==> config.mk <==
export PLATFORM = sky130hd
export DESIGN_NAME = csi_lvds_bridge
export DESIGN_NICKNAME = d
export VERILOG_FILES = /design/src/rtl/csi_lvds_pkg.sv /design/src/rtl/csi_payload_stage.sv /design/src/rtl/csi_line_ctrl.sv /design/src/rtl/lvds_word_fmt.sv /design/src/rtl/csi_lvds_bridge.sv
export VERILOG_INCLUDE_DIRS = /design/src /design/src/rtl
export SDC_FILE = /design/constraint.sdc
export NUM_CORES = 1
export LEC_CHECK = 0
export BUFFER_PORTS_ARGS = -buffer_cell sky130_fd_sc_hd__buf_2
export CAP_MARGIN = 15
export CORE_MARGIN = 2
export CORE_UTILIZATION = 28
export DETAILED_ROUTE_END_ITERATION = 8
export PLACE_DENSITY_LB_ADDON = 0.12
export SKIP_LAST_GASP = 1
export SYNTH_ARGS = -nofsm -noshare
export SYNTH_HDL_FRONTEND = slang
export SYNTH_HIERARCHICAL = 1
export SYNTH_SLANG_ARGS = --single-unit
==> constraint.sdc <==
create_clock -name clk_25 -period 4.8 [get_ports clk_25]
set_input_delay 0.24 -clock clk_25 [delete_from_list [all_inputs] [get_ports clk_25]]
set_output_delay 0.24 -clock clk_25 [all_outputs]
set_load 0.03 [all_outputs]
==> src/rtl/csi_lvds_params.svh <==
`ifndef CSI_LVDS_PARAMS_SVH
`define CSI_LVDS_PARAMS_SVH

// ------------------------------------------------------------
// CSI-2 receive side
// ------------------------------------------------------------

`define CSI_DATA_W      64  // Payload beat width
`define CSI_BYTES       8   // Bytes per beat
`define CSI_WC_W        16  // Long packet word count width
`define CSI_PAD_IDX     3   // Lines padded to 2**3 bytes

// ------------------------------------------------------------
// LVDS transmit side
// ------------------------------------------------------------

`define LVDS_RDY_STAGES 2   // Ready synchronizer depth

// Training pattern sent until the far end reports ready
`define LVDS_CAL_WORD   71'h55_FEDC_BA98_7654_3210

`endif

==> src/rtl/csi_lvds_pkg.sv <==
`include "csi_lvds_params.svh"

package csi_lvds_pkg;

  // ------------------------------------------------------------
  // CSI-2 packet fields
  // ------------------------------------------------------------

  typedef enum logic [5:0] {
    DT_FRAME_START = 6'h00,
    DT_FRAME_END   = 6'h01,
    DT_EMBEDDED    = 6'h12  // Embedded 8-bit non-image data
  } csi_dt_e;

  typedef struct packed {
    csi_dt_e               dt;
    logic [1:0]            vc;
    logic [`CSI_WC_W-1:0]  wc;  // Bytes in the long packet
  } csi_hdr_t;

  typedef struct packed {
    logic [`CSI_DATA_W-1:0] data;
    logic [`CSI_BYTES-1:0]  bytevld;  // One bit per byte lane
  } csi_payload_t;

  // ------------------------------------------------------------
  // Internal beat and LVDS word
  // ------------------------------------------------------------

  typedef struct packed {
    logic [1:0] vc;
    logic       line_end;
    logic       embedded;
  } beat_user_t;

  typedef struct packed {
    logic                   valid;
    logic                   last;  // Frame end
    beat_user_t             user;
    logic [`CSI_BYTES-1:0]  keep;
    logic [`CSI_DATA_W-1:0] data;
  } axis_beat_t;

  typedef enum logic [2:0] {
    META_IDLE   = 3'd0,
    META_DATA   = 3'd1,
    META_LAST_8 = 3'd2,
    META_LAST_6 = 3'd3,
    META_LAST_4 = 3'd4,
    META_LAST_2 = 3'd5,
    META_LAST_0 = 3'd6
  } lvds_meta_e;

  typedef struct packed {
    beat_user_t             user;
    lvds_meta_e             meta;
    logic [`CSI_DATA_W-1:0] data;
  } lvds_word_t;

  typedef enum logic [1:0] {
    LINE_IDLE = 2'd0,
    LINE_DATA = 2'd1,
    LINE_PAD  = 2'd2
  } line_state_e;

endpackage

==> src/rtl/csi_payload_stage.sv <==
`timescale 1ns/10ps
`include "csi_lvds_params.svh"

module csi_payload_stage
  import csi_lvds_pkg::*;
(
  input  logic         clk_25,
  input  logic         lvds_rst,
  input  logic         payload_en_i,
  input  csi_payload_t payload_i,
  output csi_payload_t payload_o,
  output logic         payload_en_o
);

  logic [`CSI_DATA_W-1:0] data_masked;
  logic [`CSI_BYTES:0]    vld_ext;  // Extra bit so all-ones does not wrap

  always_comb begin
    for (int b = 0; b < `CSI_BYTES; b++) begin
      data_masked[b*8 +: 8] = payload_i.bytevld[b] ? payload_i.data[b*8 +: 8] : 8'h00;
    end
  end

  assign vld_ext = {1'b0, payload_i.bytevld};

  always_ff @(posedge clk_25 or posedge lvds_rst) begin
    if (lvds_rst) begin
      payload_en_o <= 1'b0;
    end else begin
      payload_en_o <= payload_en_i;
    end
  end

  always_ff @(posedge clk_25) begin
    payload_o.data    <= data_masked;  // Stale bytes cleared
    payload_o.bytevld <= payload_i.bytevld;
  end

  // Byte lanes fill from lane 0 with no holes
  a_bytevld_contig: assert property (@(posedge clk_25) disable iff (lvds_rst)
    payload_en_i |-> (((vld_ext + 1'b1) & vld_ext) == '0))
    else $error("bytevld not contiguous from lane 0: %b", payload_i.bytevld);

endmodule

==> src/rtl/csi_line_ctrl.sv <==
`timescale 1ns/10ps
`include "csi_lvds_params.svh"

module csi_line_ctrl
  import csi_lvds_pkg::*;
(
  input  logic         clk_25,
  input  logic         lvds_rst,
  input  logic         sp_en_i,
  input  logic         payload_en_i,
  input  csi_hdr_t     hdr_i,
  input  logic         payload_en_q_i,
  input  csi_payload_t payload_q_i,
  output axis_beat_t   beat_o
);

  localparam int STEP_W = $clog2(`CSI_BYTES) + 1;
  localparam int CNT_W  = `CSI_WC_W + 1;  // Headroom for the final step
  localparam int UNIT_W = `CSI_WC_W - `CSI_PAD_IDX;

  line_state_e            state;
  logic                   in_frame;
  logic                   fe_q;        // Frame end seen inside a frame
  logic [1:0]             fe_vc_q;
  logic                   first_q;     // Next payload beat opens the line
  logic [1:0]             vc_q;
  logic                   embedded_q;
  logic [`CSI_WC_W-1:0]   wc_pad_q;
  logic [`CSI_BYTES-1:0]  keep_q;      // Keep of the first beat
  logic [CNT_W-1:0]       byte_cnt;

  logic                   frame_start;
  logic                   frame_end;
  logic                   line_start;
  logic [UNIT_W-1:0]      wc_units;
  logic [`CSI_WC_W-1:0]   wc_pad;
  logic [STEP_W-1:0]      step_cur;
  logic [CNT_W-1:0]       cnt_nxt;
  logic                   line_done;
  axis_beat_t             beat_nxt;

  // Index of the highest valid lane plus one
  function automatic logic [STEP_W-1:0] valid_bytes(input logic [`CSI_BYTES-1:0] kv);
    logic [STEP_W-1:0] n;
    n = '0;
    for (int i = 0; i < `CSI_BYTES; i++) begin
      if (kv[i]) begin
        n = STEP_W'(i + 1);
      end
    end
    return n;
  endfunction

  // ------------------------------------------------------------
  // Packet decode
  // ------------------------------------------------------------

  assign frame_start = sp_en_i && (hdr_i.dt == DT_FRAME_START);
  assign frame_end   = sp_en_i && (hdr_i.dt == DT_FRAME_END);
  assign line_start  = payload_en_i && !payload_en_q_i;  // Rising payload enable

  // Word count rounded up to the padding granule
  assign wc_units = hdr_i.wc[`CSI_WC_W-1:`CSI_PAD_IDX]
                  + UNIT_W'(|hdr_i.wc[`CSI_PAD_IDX-1:0]);
  assign wc_pad   = {wc_units, {`CSI_PAD_IDX{1'b0}}};

  // Every beat of a line advances the count by the step
  assign step_cur  = valid_bytes(first_q ? payload_q_i.bytevld : keep_q);
  assign cnt_nxt   = byte_cnt + CNT_W'(step_cur);
  assign line_done = (cnt_nxt >= CNT_W'(wc_pad_q));

  // ------------------------------------------------------------
  // Beat selection
  // ------------------------------------------------------------

  always_comb begin
    beat_nxt = '0;
    if (fe_q) begin
      beat_nxt.valid   = 1'b1;  // Frame end marker, no payload
      beat_nxt.last    = 1'b1;
      beat_nxt.user.vc = fe_vc_q;
    end else if (in_frame && payload_en_q_i && (state == LINE_DATA)) begin
      beat_nxt.valid         = 1'b1;
      beat_nxt.user.vc       = vc_q;
      beat_nxt.user.line_end = line_done;
      beat_nxt.user.embedded = embedded_q;
      beat_nxt.keep          = payload_q_i.bytevld;
      beat_nxt.data          = payload_q_i.data;
    end else if (in_frame && (state == LINE_PAD)) begin
      beat_nxt.valid         = 1'b1;  // Zero filler up to the granule
      beat_nxt.user.vc       = vc_q;
      beat_nxt.user.line_end = line_done;
      beat_nxt.user.embedded = embedded_q;
      beat_nxt.keep          = keep_q;
    end
  end

  // ------------------------------------------------------------
  // Frame and line state
  // ------------------------------------------------------------

  always_ff @(posedge clk_25 or posedge lvds_rst) begin
    if (lvds_rst) begin
      state    <= LINE_IDLE;
      in_frame <= 1'b0;
      fe_q     <= 1'b0;
      first_q  <= 1'b0;
      byte_cnt <= '0;
      beat_o   <= '0;
    end else begin
      beat_o <= beat_nxt;
      fe_q   <= frame_end && in_frame;
      if (frame_start) begin
        in_frame <= 1'b1;
      end else if (frame_end) begin
        in_frame <= 1'b0;
      end
      if (line_start) begin
        state    <= LINE_DATA;
        first_q  <= 1'b1;
        byte_cnt <= '0;
      end else begin
        case (state)
          LINE_DATA: begin
            if (payload_en_q_i) begin
              first_q  <= 1'b0;
              byte_cnt <= cnt_nxt;
              if (!payload_en_i) begin  // Last payload beat
                state <= line_done ? LINE_IDLE : LINE_PAD;
              end
            end
          end
          LINE_PAD: begin
            byte_cnt <= cnt_nxt;
            if (line_done) begin
              state <= LINE_IDLE;
            end
          end
          default: begin
            byte_cnt <= '0;
          end
        endcase
      end
    end
  end

  always_ff @(posedge clk_25) begin
    if (line_start) begin
      vc_q       <= hdr_i.vc;
      embedded_q <= (hdr_i.dt == DT_EMBEDDED);
      wc_pad_q   <= wc_pad;
    end
    if (first_q && payload_en_q_i) begin
      keep_q <= payload_q_i.bytevld;
    end
    if (frame_end) begin
      fe_vc_q <= hdr_i.vc;
    end
  end

  // The source must wait out the pad beats before the next line
  a_no_start_in_pad: assert property (@(posedge clk_25) disable iff (lvds_rst)
    line_start |-> (state != LINE_PAD))
    else $error("payload_en_i rose while line padding was active");

  a_pad_step: assert property (@(posedge clk_25) disable iff (lvds_rst)
    (state == LINE_PAD) |-> (step_cur != '0))
    else $error("padding with a zero byte step");

endmodule

==> src/rtl/lvds_word_fmt.sv <==
`timescale 1ns/10ps
`include "csi_lvds_params.svh"

module lvds_word_fmt
  import csi_lvds_pkg::*;
(
  input  logic       clk_25,
  input  logic       lvds_rst,
  input  logic       lvds_rdy_i,
  input  axis_beat_t beat_i,
  output lvds_word_t lvds_word_o
);

  logic [`LVDS_RDY_STAGES-1:0] rdy_sync;
  logic                        rdy_s;
  lvds_meta_e                  meta;

  // ------------------------------------------------------------
  // Ready synchronizer
  // ------------------------------------------------------------

  always_ff @(posedge clk_25 or posedge lvds_rst) begin
    if (lvds_rst) begin
      rdy_sync <= '0;
    end else begin
      rdy_sync <= {rdy_sync[`LVDS_RDY_STAGES-2:0], lvds_rdy_i};
    end
  end

  assign rdy_s = rdy_sync[`LVDS_RDY_STAGES-1];

  // Padded lines leave only even byte counts on a last beat
  always_comb begin
    if (!beat_i.valid) begin
      meta = META_IDLE;
    end else if (!beat_i.last) begin
      meta = META_DATA;
    end else if (beat_i.keep[7]) begin
      meta = META_LAST_8;
    end else if (beat_i.keep[5]) begin
      meta = META_LAST_6;
    end else if (beat_i.keep[3]) begin
      meta = META_LAST_4;
    end else if (beat_i.keep[1]) begin
      meta = META_LAST_2;
    end else begin
      meta = META_LAST_0;
    end
  end

  always_ff @(posedge clk_25 or posedge lvds_rst) begin
    if (lvds_rst) begin
      lvds_word_o <= `LVDS_CAL_WORD;
    end else if (!rdy_s) begin
      lvds_word_o <= `LVDS_CAL_WORD;  // Keep the link trained
    end else begin
      lvds_word_o.user <= beat_i.user;
      lvds_word_o.meta <= meta;
      lvds_word_o.data <= beat_i.data;
    end
  end

endmodule

==> src/rtl/csi_lvds_bridge.sv <==
`timescale 1ns/10ps

module csi_lvds_bridge
  import csi_lvds_pkg::*;
(
  input  logic         clk_25,
  input  logic         lvds_rst,
  input  logic         sp_en_i,       // Short packet strobe
  input  logic         payload_en_i,  // High across a long packet
  input  csi_hdr_t     hdr_i,
  input  csi_payload_t payload_i,
  input  logic         lvds_rdy_i,    // Asynchronous
  output lvds_word_t   lvds_word_o
);

  csi_payload_t payload_q;
  logic         payload_en_q;
  axis_beat_t   beat;

  // ------------------------------------------------------------
  // CSI-2 to beat
  // ------------------------------------------------------------

  csi_payload_stage csi_payload_stage_inst (
    .clk_25       (clk_25),
    .lvds_rst     (lvds_rst),
    .payload_en_i (payload_en_i),
    .payload_i    (payload_i),
    .payload_o    (payload_q),
    .payload_en_o (payload_en_q)
  );

  csi_line_ctrl csi_line_ctrl_inst (
    .clk_25         (clk_25),
    .lvds_rst       (lvds_rst),
    .sp_en_i        (sp_en_i),
    .payload_en_i   (payload_en_i),
    .hdr_i          (hdr_i),
    .payload_en_q_i (payload_en_q),
    .payload_q_i    (payload_q),
    .beat_o         (beat)
  );

  // ------------------------------------------------------------
  // Beat to LVDS word
  // ------------------------------------------------------------

  lvds_word_fmt lvds_word_fmt_inst (
    .clk_25      (clk_25),
    .lvds_rst    (lvds_rst),
    .lvds_rdy_i  (lvds_rdy_i),
    .beat_i      (beat),
    .lvds_word_o (lvds_word_o)
  );

endmodule

# Word level (Yosys, flattened, before mapping)
# Index checks and enable logic that the tools add are counted.
dict set report totals {
  reg_bits 272
  input_bits 101
  output_inout_bits 71
  word_cells 99
}
dict set report op_classes {
  addsub 2
  order_cmp 1
  eq_ne 7
  mux 39
  reduce_logical 17
}
# operator count
set op_table {}
lappend op_table {{74-bit two-way mux} 1}
lappend op_table {{71-bit two-way mux} 1}
lappend op_table {{64-bit two-way mux} 1}
lappend op_table {{17-bit two-way mux} 2}
lappend op_table {{17-bit one-hot mux with 2 select lines} 1}
lappend op_table {{3-bit two-way mux} 9}
lappend op_table {{12-bit two-way mux} 2}
lappend op_table {{2-bit two-way mux} 9}
lappend op_table {{17-bit by 4-bit adder with 17-bit output} 1}
lappend op_table {{17-bit by 16-bit >= comparator with 1-bit output} 1}
lappend op_table {{13-bit by 1-bit adder with 13-bit output} 1}
lappend op_table {{1-bit two-way mux} 10}
lappend op_table {{1-bit logical AND} 8}
lappend op_table {{8-bit two-way mux} 1}
lappend op_table {{6-bit by 1-bit equality test with 1-bit output (second input constant)} 1}
lappend op_table {{6-bit by 5-bit equality test with 1-bit output (second input constant)} 1}
lappend op_table {{6-bit logical NOT} 1}
lappend op_table {{3-bit by 2-bit != test with 1-bit output (second input constant)} 2}
lappend op_table {{2-bit nonzero test} 3}
lappend op_table {{4-bit two-way mux} 1}
lappend op_table {{2-bit one-hot mux with 2 select lines} 1}
lappend op_table {{4-bit AND reduction} 1}
lappend op_table {{3-bit by 1-bit != test with 1-bit output (second input constant)} 1}
lappend op_table {{3-bit nonzero test} 1}
lappend op_table {{5 further kinds} 5}

# Logic depth before layout (Yosys ltp)
# Gate-level depths: netlist of run 1.
dict set report logic_depth {
  depth_word 16
  depth_mapped 17
  mapped_depth_nobuf 17
}

# Hierarchy
# Netlist of run 1, hierarchy kept.
# mod n_inst cells_each area_per_inst_um2 seq_area_each_um2
set by_module_without_submodules {}
lappend by_module_without_submodules {csi_line_ctrl 1 466 5494.0 3283.1}
lappend by_module_without_submodules {lvds_word_fmt 1 159 2398.6 1871.8}
lappend by_module_without_submodules {csi_payload_stage 1 138 1870.5 1466.4}

# Worst setup path before layout of run 1
# OpenSTA, ideal clock, no wires.
dict set report synth_timing {
  path_kind {register to register}
  startpoint {register csi_line_ctrl_inst.first_q}
  endpoint {register csi_line_ctrl_inst.state[1]}
  setup_ns 0.094
  t_arrival_ns 3.395
  required_time_ns 4.706
  path_slack_ns 1.312
  stages_incl_launch_ff 18
  n_path_buf 1
  synth_period_minus_slack_ns 3.488
  cell_sequence {dfrtp_1 > clkbuf_1 > a21oi_1 > a211oi_1 > nor2_1 > nor2_1 > ha_1 > a21o_1 > a21oi_1 > o21bai_1 > nand2_1 > xnor2_1 > ha_1 > nand3_1 > o221ai_1 > a211oi_1 > nand4_1 > a211oi_1}
}
dict set report synth_between {
  elab_chain_len 16
  word_cells_on_any_way 18
  cone_classes {1 x add/sub; 1 x order compare; 1 x eq/ne; 14 x mux; 1 x reduce/logical}
}
# element line
set synth_lines {}
lappend synth_lines {{from (decl)} csi_line_ctrl.sv:25} ;# logic first_q;
lappend synth_lines {{from (signal assigned)} csi_line_ctrl.sv:107} ;# first_q <= 1'b0;
lappend synth_lines {{from (signal assigned)} csi_line_ctrl.sv:120} ;# first_q <= 1'b1;
lappend synth_lines {{from (signal assigned)} csi_line_ctrl.sv:126} ;# first_q <= 1'b0;
lappend synth_lines {{8-bit two-way mux *} csi_line_ctrl.sv:68} ;# assign step_cur = valid_bytes(first_q ? payload_q_i.bytevld : keep_q);
lappend synth_lines {{1-bit two-way mux} csi_line_ctrl.sv:47} ;# if (kv[i]) begin
lappend synth_lines {{2-bit two-way mux (2 in a row)} csi_line_ctrl.sv:47}
lappend synth_lines {{3-bit two-way mux (4 in a row)} csi_line_ctrl.sv:47}
lappend synth_lines {{4-bit two-way mux *} csi_line_ctrl.sv:47}
lappend synth_lines {{17-bit by 4-bit adder with 17-bit output *} csi_line_ctrl.sv:69} ;# assign cnt_nxt = byte_cnt + CNT_W'(step_cur);
lappend synth_lines {{17-bit by 16-bit >= comparator with 1-bit output *} csi_line_ctrl.sv:70} ;# assign line_done = (cnt_nxt >= CNT_W'(wc_pad_q));
lappend synth_lines {{2-bit two-way mux} csi_line_ctrl.sv:129} ;# state <= line_done ? LINE_IDLE : LINE_PAD;
lappend synth_lines {{2-bit two-way mux} csi_line_ctrl.sv:128} ;# if (!payload_en_i) begin
lappend synth_lines {{2-bit two-way mux} csi_line_ctrl.sv:125} ;# if (payload_en_q_i) begin
lappend synth_lines {{2-bit one-hot mux with 2 select lines} csi_line_ctrl.sv:123} ;# case (state)
lappend synth_lines {{2-bit two-way mux} csi_line_ctrl.sv:118} ;# if (line_start) begin
lappend synth_lines {{to (signal assigned)} csi_line_ctrl.sv:129}
lappend synth_lines {{to (decl)} csi_line_ctrl.sv:21} ;# line_state_e state;
# Mark *: on every way between the ends. The rest lies on a longest branch, timed or not. The select of a mux whose other input is x is not followed.
# A chain may end at the register's enable or synchronous reset.

# Worst setup path in the final report of run 1
# Same ends and word-level chain as after synthesis.

==> results of run 1 <==
[flip-flops by register name (all words and copies together), names as in the netlist]
name	count
csi_line_ctrl_inst/first_q	1
csi_line_ctrl_inst/vc_q	2
csi_line_ctrl_inst/keep_q	8
csi_line_ctrl_inst/fe_q	1
csi_payload_stage_inst/payload_o	72
lvds_word_fmt_inst/lvds_word_o	71
csi_line_ctrl_inst/embedded_q	1
csi_line_ctrl_inst/state	2
csi_payload_stage_inst/payload_en_o	1
csi_line_ctrl_inst/fe_vc_q	2
csi_line_ctrl_inst/wc_pad_q	13
csi_line_ctrl_inst/byte_cnt	17
csi_line_ctrl_inst/in_frame	1
lvds_word_fmt_inst/rdy_sync	2
csi_line_ctrl_inst/beat_o	74
[final timing paths]
| path | startpoint | cells after the start | slack, ns | end |
|---|---|---|---|---|
| max reg2reg | csi_line_ctrl_inst/first_q | 14 | 0.57 | csi_line_ctrl_inst/state[1] |
| min | sp_en_i | 3 | 0.03 | csi_line_ctrl_inst/in_frame |
| min reg2reg | lvds_word_fmt_inst/rdy_sync[0] | 0 | 0.35 | lvds_word_fmt_inst/rdy_sync[1] |
| max in group asynchronous | lvds_rst | 4 | 3.37 | csi_line_ctrl_inst/beat_o[65] |
| max | csi_line_ctrl_inst/first_q | 14 | 0.57 | csi_line_ctrl_inst/state[1] |
| min in group asynchronous | lvds_rst | 3 | 0.13 | csi_payload_stage_inst/payload_en_o |
[per-layer routing]
metal	vias to the layer above	routed length, um
met2	146	10020
met1	2902	9540
met4	0	346
met3	28	1153
li1	3049	-
met5	-	0
[metrics by stage]
step           utilization (%)  cells  worst slack (ns)  total power, mW
2_1_floorplan                -    753             1.312            3.237
3_3_place_gp             32.64   1356            0.6728            3.544
3_5_place_dp             32.64   1356            0.5404            3.544
4_1_cts                  38.44   1504            0.5200            5.981
5_1_grt                  38.45   1505           0.08029            6.192
6_report                 38.45   1505            0.5675            5.862
[power by group through the flow]
stage	clock network (mW)	logic (mW)	registers, mW
4_1_cts	2.42	0.963	2.60
5_1_grt	2.51	1.06	2.62
6_report	2.32	0.941	2.60
3_3_place_gp	0	0.903	2.64
2_1_floorplan	0	0.538	2.70
3_5_place_dp	0	0.903	2.64
[area by class of cell]
| type | instances | area [um2] |
|---|---|---|
| Tap cell | 448 | 560.5 |
| Timing Repair Buffer | 266 | 1794 |
| Sequential cell | 268 | 6523 |
| Antenna cell | 1 | 2.502 |
| Inverter | 33 | 127.6 |
| Fill cell | 3303 | 20740 |
| Clock buffer | 52 | 1017 |
| Clock inverter | 6 | 36.28 |
| Multi-Input combinational cell | 431 | 2897 |
[worst reg2reg max path: cells and delay by family (launching register included)]
kind / cells / cell delay, ns
multiplexers: 1 / 0.43
XOR/XNOR: 1 / 0.20
AO/OA/AOI/OAI: 5 / 1.48
AND/OR/NAND/NOR: 4 / 0.77
flip-flops: 1 / 0.54
adder cells (fa/ha/maj): 3 / 0.74
==> impl_results.md, run 1 <==
- Syn-to-layout area delta: 34.72%
- Area of the die: around 36000 um2
- Max Fclk: 236.3 MHz
- Die width: 189.3 um
- Post-CTS Setup Bufs: 0
- Area of the mapped netlist: roughly 9600 um2
- Die Ht: ~190 um
- Cell chain of the critical path: mux2_2 > a211oi_1 > ha_1 > fa_1 > nand3_1 > a211oi_1 > and3_1 > xor2_1 > ha_1 > nand3_1 > o221ai_1 > a211oi_1 > nand4_1 > a211oi_1
- Core region area: approximately 34000 um2
- Worst Path Arrival: 4.69 ns
- Most frequent cells in the layout: buf_2, and2_1, dfrtp_1
- GR peak layer: met2
- Root buffer cell: clkbuf_16
- Gr ovfl total: 0
- Fin area: 12960 um2
- Met3 Track Usage GR: 2.261%
- Most common cell on crit path: a211oi_1
- H-tree levels: 1
- Status: finished clean
- Total number of vias: 6125
- Resized cells post-CTS: 0
- Post-DP Area: approximately 11000 um2
- Gpl congestion: around 0.76
- Post-route DRC: 0
- Wire per inst: 13.99 um
- DRT Pass-1 Iters: 4
- Sw frac: between 20% and 30%
- Initial core utilization: 28.54%
- P_int: ~4.3 mW
- CP endpoint kind: register
- Pin count of the biggest net entering global routing: 72
- Post-Syn Instances: 753
- Met2 GRT Util: 19.72%
- Met1 usage: 15.69%
- Worst path max stage delay: 0.54 ns
- Vias in the first global route: 6183
- I/O Pins: 172
- Rows: between 60 and 70
- Syn nets: about 880
- IO Port Bufs: approximately 170
- CTS Buf Count: 31
- Setup violators final: 0
- Most common cell after layout, fill and taps aside: buf_2
- Setup TNS: 0 ns
- WS Path Type: reg2reg
- Worst clock skew: between 0.015 and 0.02 ns
- Synth warn: 6
- Clock power share: 39.6%
- CTS clock-pin slew for the worst setup and hold paths: 0.06 ns
- Hold-fix buffers, CTS: 90
- Max-slew headroom: 33.10%
- CTS tree: built
- Synthesized area per cell: 12.77 um2
- Clock Latency Late Sink: 0.55 ns
- Seq pwr share: 44.3%
- Clk buf depth: 3
- Fin nets: 1154
- Min cycle time layout: 4.232 ns
- Layout cells sized above 1: 26.33%
- Hold WC Path Type: in2reg
- Sw Pwr: 1.553 mW
- RSZ-0062 raised after global routing: false
- Cell family with most CP delay: compound AO/OA/AOI/OAI gates
- Dpl hpwl: 13740 um
- WL final: 21060 um
- Worst VDD drop: roughly 300 uV
- Hold_ws: 0.02586 ns
- Slew Limit Fails: 0
- Period utilization: 88.18%
- Gate power share: 16.1%
- Crit path max fanout: 12
- Initial antenna violation count: 1
- First-pass GRT wire length: 33550 um
- Clk sinks: approximately 270
- Data required, critical path: 5.26 ns
- Via density: around 4.1
- Max cap viols: 0
- Pwr/cell area: 452.4 nW/um2
- Leakage: a little over 6 nW
- CP startpoint kind: register
- Crit path buffers/inverters: 0
- Measured slew at the worst slew-check pin: 0.9980 ns
- Slowest-stage cell, CP: dfrtp_1
- Post-route ant nets: 0
- DRC marker count from the first detailed-route iteration: 300
- Hold Vio Cnt, Final: 0
- Global-route usage over all layers: 11.81%
No activity file was read; power rests on OpenSTA's default activity.
==> run 2: changes to the inputs <==
--- a/config.mk
+++ b/config.mk
@@ -11,9 +11,10 @@
 export CORE_MARGIN = 2
 export CORE_UTILIZATION = 28
 export DETAILED_ROUTE_END_ITERATION = 8
+export GPL_TIMING_DRIVEN = 1
+export HOLD_SLACK_MARGIN = 0.08
 export PLACE_DENSITY_LB_ADDON = 0.12
 export SKIP_LAST_GASP = 1
 export SYNTH_ARGS = -nofsm -noshare
 export SYNTH_HDL_FRONTEND = slang
-export SYNTH_HIERARCHICAL = 1
 export SYNTH_SLANG_ARGS = --single-unit
==> run 2 against run 1 <==
Sequential power about the same. Register-to-register slack about the same. Largest cell class unchanged. Hold slack better by 0.082 ns. Largest power group unchanged. Via count up 2.8%. Global-route usage down 0.26 points.
==> impl_results.md, run 2 <==
- Status: finished clean
- Die Ht: between 150 and 200 um
- Post-route DRC: 0
- Layout cells sized above 1: 24.73%
- CTS clock-pin slew for the worst setup and hold paths: 0.06 ns
- Worst Path Arrival: approximately 4.7 ns
- Min cycle time layout: 4.245 ns
- DRC marker count from the first detailed-route iteration: 325
- Syn nets: 859
- CP startpoint kind: register
- Max cap viols: 0
- Flop2flop setup slack: 0.56 ns
- Final std cells w/o fill: 1550
- Post-CTS Setup Bufs: 0
- Hold Vio Cnt, Final: 0
- CTS Buf Count: 30
- Vias in the first global route: 6571
- Max Fclk: 235.6 MHz
- Pin count of the biggest net entering global routing: 97
- Setup TNS: 0 ns
- Synth area leader: dfrtp_1
- Synth warn: 0
- Clock Latency Late Sink: about 0.54 ns
- Final Util: 40.16%
- Measured slew at the worst slew-check pin: slightly below 1 ns
- Hold_ws: approximately 0.11 ns
- Crit path max fanout: 13
- Placed Cells: roughly 1300
- Leakage: between 6 and 7 nW
- Clk sinks: roughly 270
- Register area share after synthesis: 68.51%
- CTS tree: built
- Post-Synth Adder-Cell Area: approximately 3.0%
- RSZ-0062 raised after global routing: false
- Post-synthesis xor/xnor area fraction: ~2.3%
- WL final: ~20000 um
- Wire per inst: 13.03 um
- Global-route usage over all layers: a little under an eighth
- Resized cells post-CTS: 0
- Post-Syn Instances: 736
- Synth Register Bits: 268
- Total number of vias: 6294
- Post-route ant nets: 0
- Critical path startpoint: csi_line_ctrl_inst.first_q
- Rows: 67
- Ranking of synthesized cells by area: dfrtp_1, dfxtp_1, and2_1, dfstp_2, edfxtp_1
- Worst reg2reg endpoint: csi_line_ctrl_inst.state[1]
- Most frequent cells in the layout: buf_2, and2_1, dlygate4sd3_1
- Max-slew headroom: 35.26%
- Syn-to-layout area delta: 41.46%
- Hold WC Path Type: in2reg
- Crit path capture: csi_line_ctrl_inst.state[1]
- Gr ovfl total: 0
- Area of the die: 35490 um2
- DRT Pass-1 Iters: 4
- Unique masters post-synth: 52
- EDFF count, synth: 26
- IO Port Bufs: about 170
- Slew Limit Fails: 0
- R2R Path Start: csi_line_ctrl_inst.first_q
- I/O Pins: 172
- Largest register by flop count: csi_line_ctrl_inst.beat_o
- Async SR Flop Fraction: 63.43%
- Pwr/cell area: around 430 nW/um2
- Most common cell after layout, fill and taps aside: buf_2
- Simple-Gate Fraction of Synth Area: between 10% and 20%
- Worst clock skew: 0.005733 ns
- Hold-fix buffers, CTS: 154
- Largest register FFs: 74
- Clk buf depth: 3
- Area share of the largest cell type after synthesis: 35.23%
- Core region area: 33530 um2
- Gpl congestion: ~0.77
- WS Path Type: reg2reg
- Dpl hpwl: 12610 um
- Largest family of logic cells by synthesized area: simple AND/OR/NAND/NOR gates
- Mux contribution to synthesized area: 0.2234%
- Via density: 4.061
- Initial antenna violation count: 1
- Most frequent cell after synthesis: and2_1
- Largest regs: csi_line_ctrl_inst.beat_o (74), csi_payload_stage_inst.payload_o (72), lvds_word_fmt_inst.lvds_word_o (71)
- Synth top cells by count: and2_1, dfrtp_1, dfxtp_1
- Root buffer cell: clkbuf_16
- Die width: around 190 um
- First-pass GRT wire length: 33460 um
- Predominant post-synthesis flop cell: dfrtp_1
- Area of the mapped netlist: 9519 um2
- Setup violators final: 0
- CP endpoint kind: register
- Cell depth of the worst flop-to-flop path: 16
- Synthesized area per cell: 12.93 um2
- Period utilization: 88.43%
- Compound-Gate Fraction of Synth Area: 5.783%
- Data required, critical path: approximately 5.3 ns
- Initial core utilization: 28.39%
- Fin nets: 1199
- Worst VDD drop: 248.1 uV
- H-tree levels: 1
[run 2: area by class of cell]
| type | count | area, um2 |
|---|---|---|
| sequential | 268 | 6523 |
| antenna | 2 | 5.005 |
| multi-input combinational | 420 | 2823 |
| clock buffer | 50 | 969.7 |
| inverter | 26 | 102.6 |
| clock inverter | 6 | 35.03 |
| tap | 448 | 560.5 |
| fill | 3225 | 20070 |
| timing repair buffer | 330 | 2447 |
[run 2: worst max-delay path, cell delays in order (launching register included)]
cell	delay, ns
dfrtp_1	0.50
o31ai_1	0.37
o311ai_0	0.23
a21oi_1	0.32
ha_1	0.31
a211oi_1	0.21
o21bai_1	0.10
buf_4	0.16
and2_1	0.23
and3_1	0.23
xor2_1	0.15
ha_1	0.29
a21o_1	0.18
nand3_1	0.07
o211ai_1	0.13
a2111oi_4	0.45
o221a_1	0.24
[run 2: kinds of logic (layout without fill, tap and decap cells)]
logic type,after synthesis,after routing
DFF,268,268
other,0,2
buffers and inverters,48,412
and+or+nand+nor,293,293
adders and majority gates,22,22
muxes,2,2
AOI/OAI and AO/OA,78,78
xor gates and xnor gates,25,25
[run 2: through the flow]
| stage | worst slack, ns | area [um2] | power (mW) |
|---|---|---|---|
| floorplan | 0.01614 | 9519 | 3.215 |
| global placement | 0.7337 | 10910 | 3.496 |
| detailed placement | 0.5703 | 10910 | 3.498 |
| CTS | 0.5550 | 13460 | 5.902 |
| global route | 0.2591 | 13460 | 6.110 |
| finish | 0.5552 | 13470 | 5.783 |
[run 2: power breakdown]
group | switching (mW) | total (mW) | internal, mW | leakage [nW]
Clock | 0.881 | 2.25 | 1.37 | 0.499
Combinational | 0.545 | 0.949 | 0.404 | 2.82
Sequential | 0.0879 | 2.58 | 2.50 | 3.06
Total | 1.51 | 5.78 | 4.27 | 6.37
[run 2: metal layers]
metal  track usage [%]  up-vias  wire (um)  part of all wire, %
li1                  -     3101          -                    -
met1             14.52     3022       9066                   45
met2             20.31      140       9763                   48
met3             2.328       31        991                  4.9
met4             2.885        0        381                  1.9
met5                 0        -          0                    0
[run 2: how the worst min path moves through the flow]
stage | from | to | cells past startpoint
floorplan | payload_i[0] | csi_payload_stage_inst.payload_o[0] | 0
detailed placement | lvds_word_fmt_inst.rdy_sync[0] | lvds_word_fmt_inst.rdy_sync[1] | 0
global route | hdr_i[18] | csi_line_ctrl_inst.fe_vc_q[0] | 3
CTS | hdr_i[18] | csi_line_ctrl_inst.in_frame | 4
finish | hdr_i[18] | csi_line_ctrl_inst.in_frame | 4
global placement | lvds_word_fmt_inst.rdy_sync[0] | lvds_word_fmt_inst.rdy_sync[1] | 0
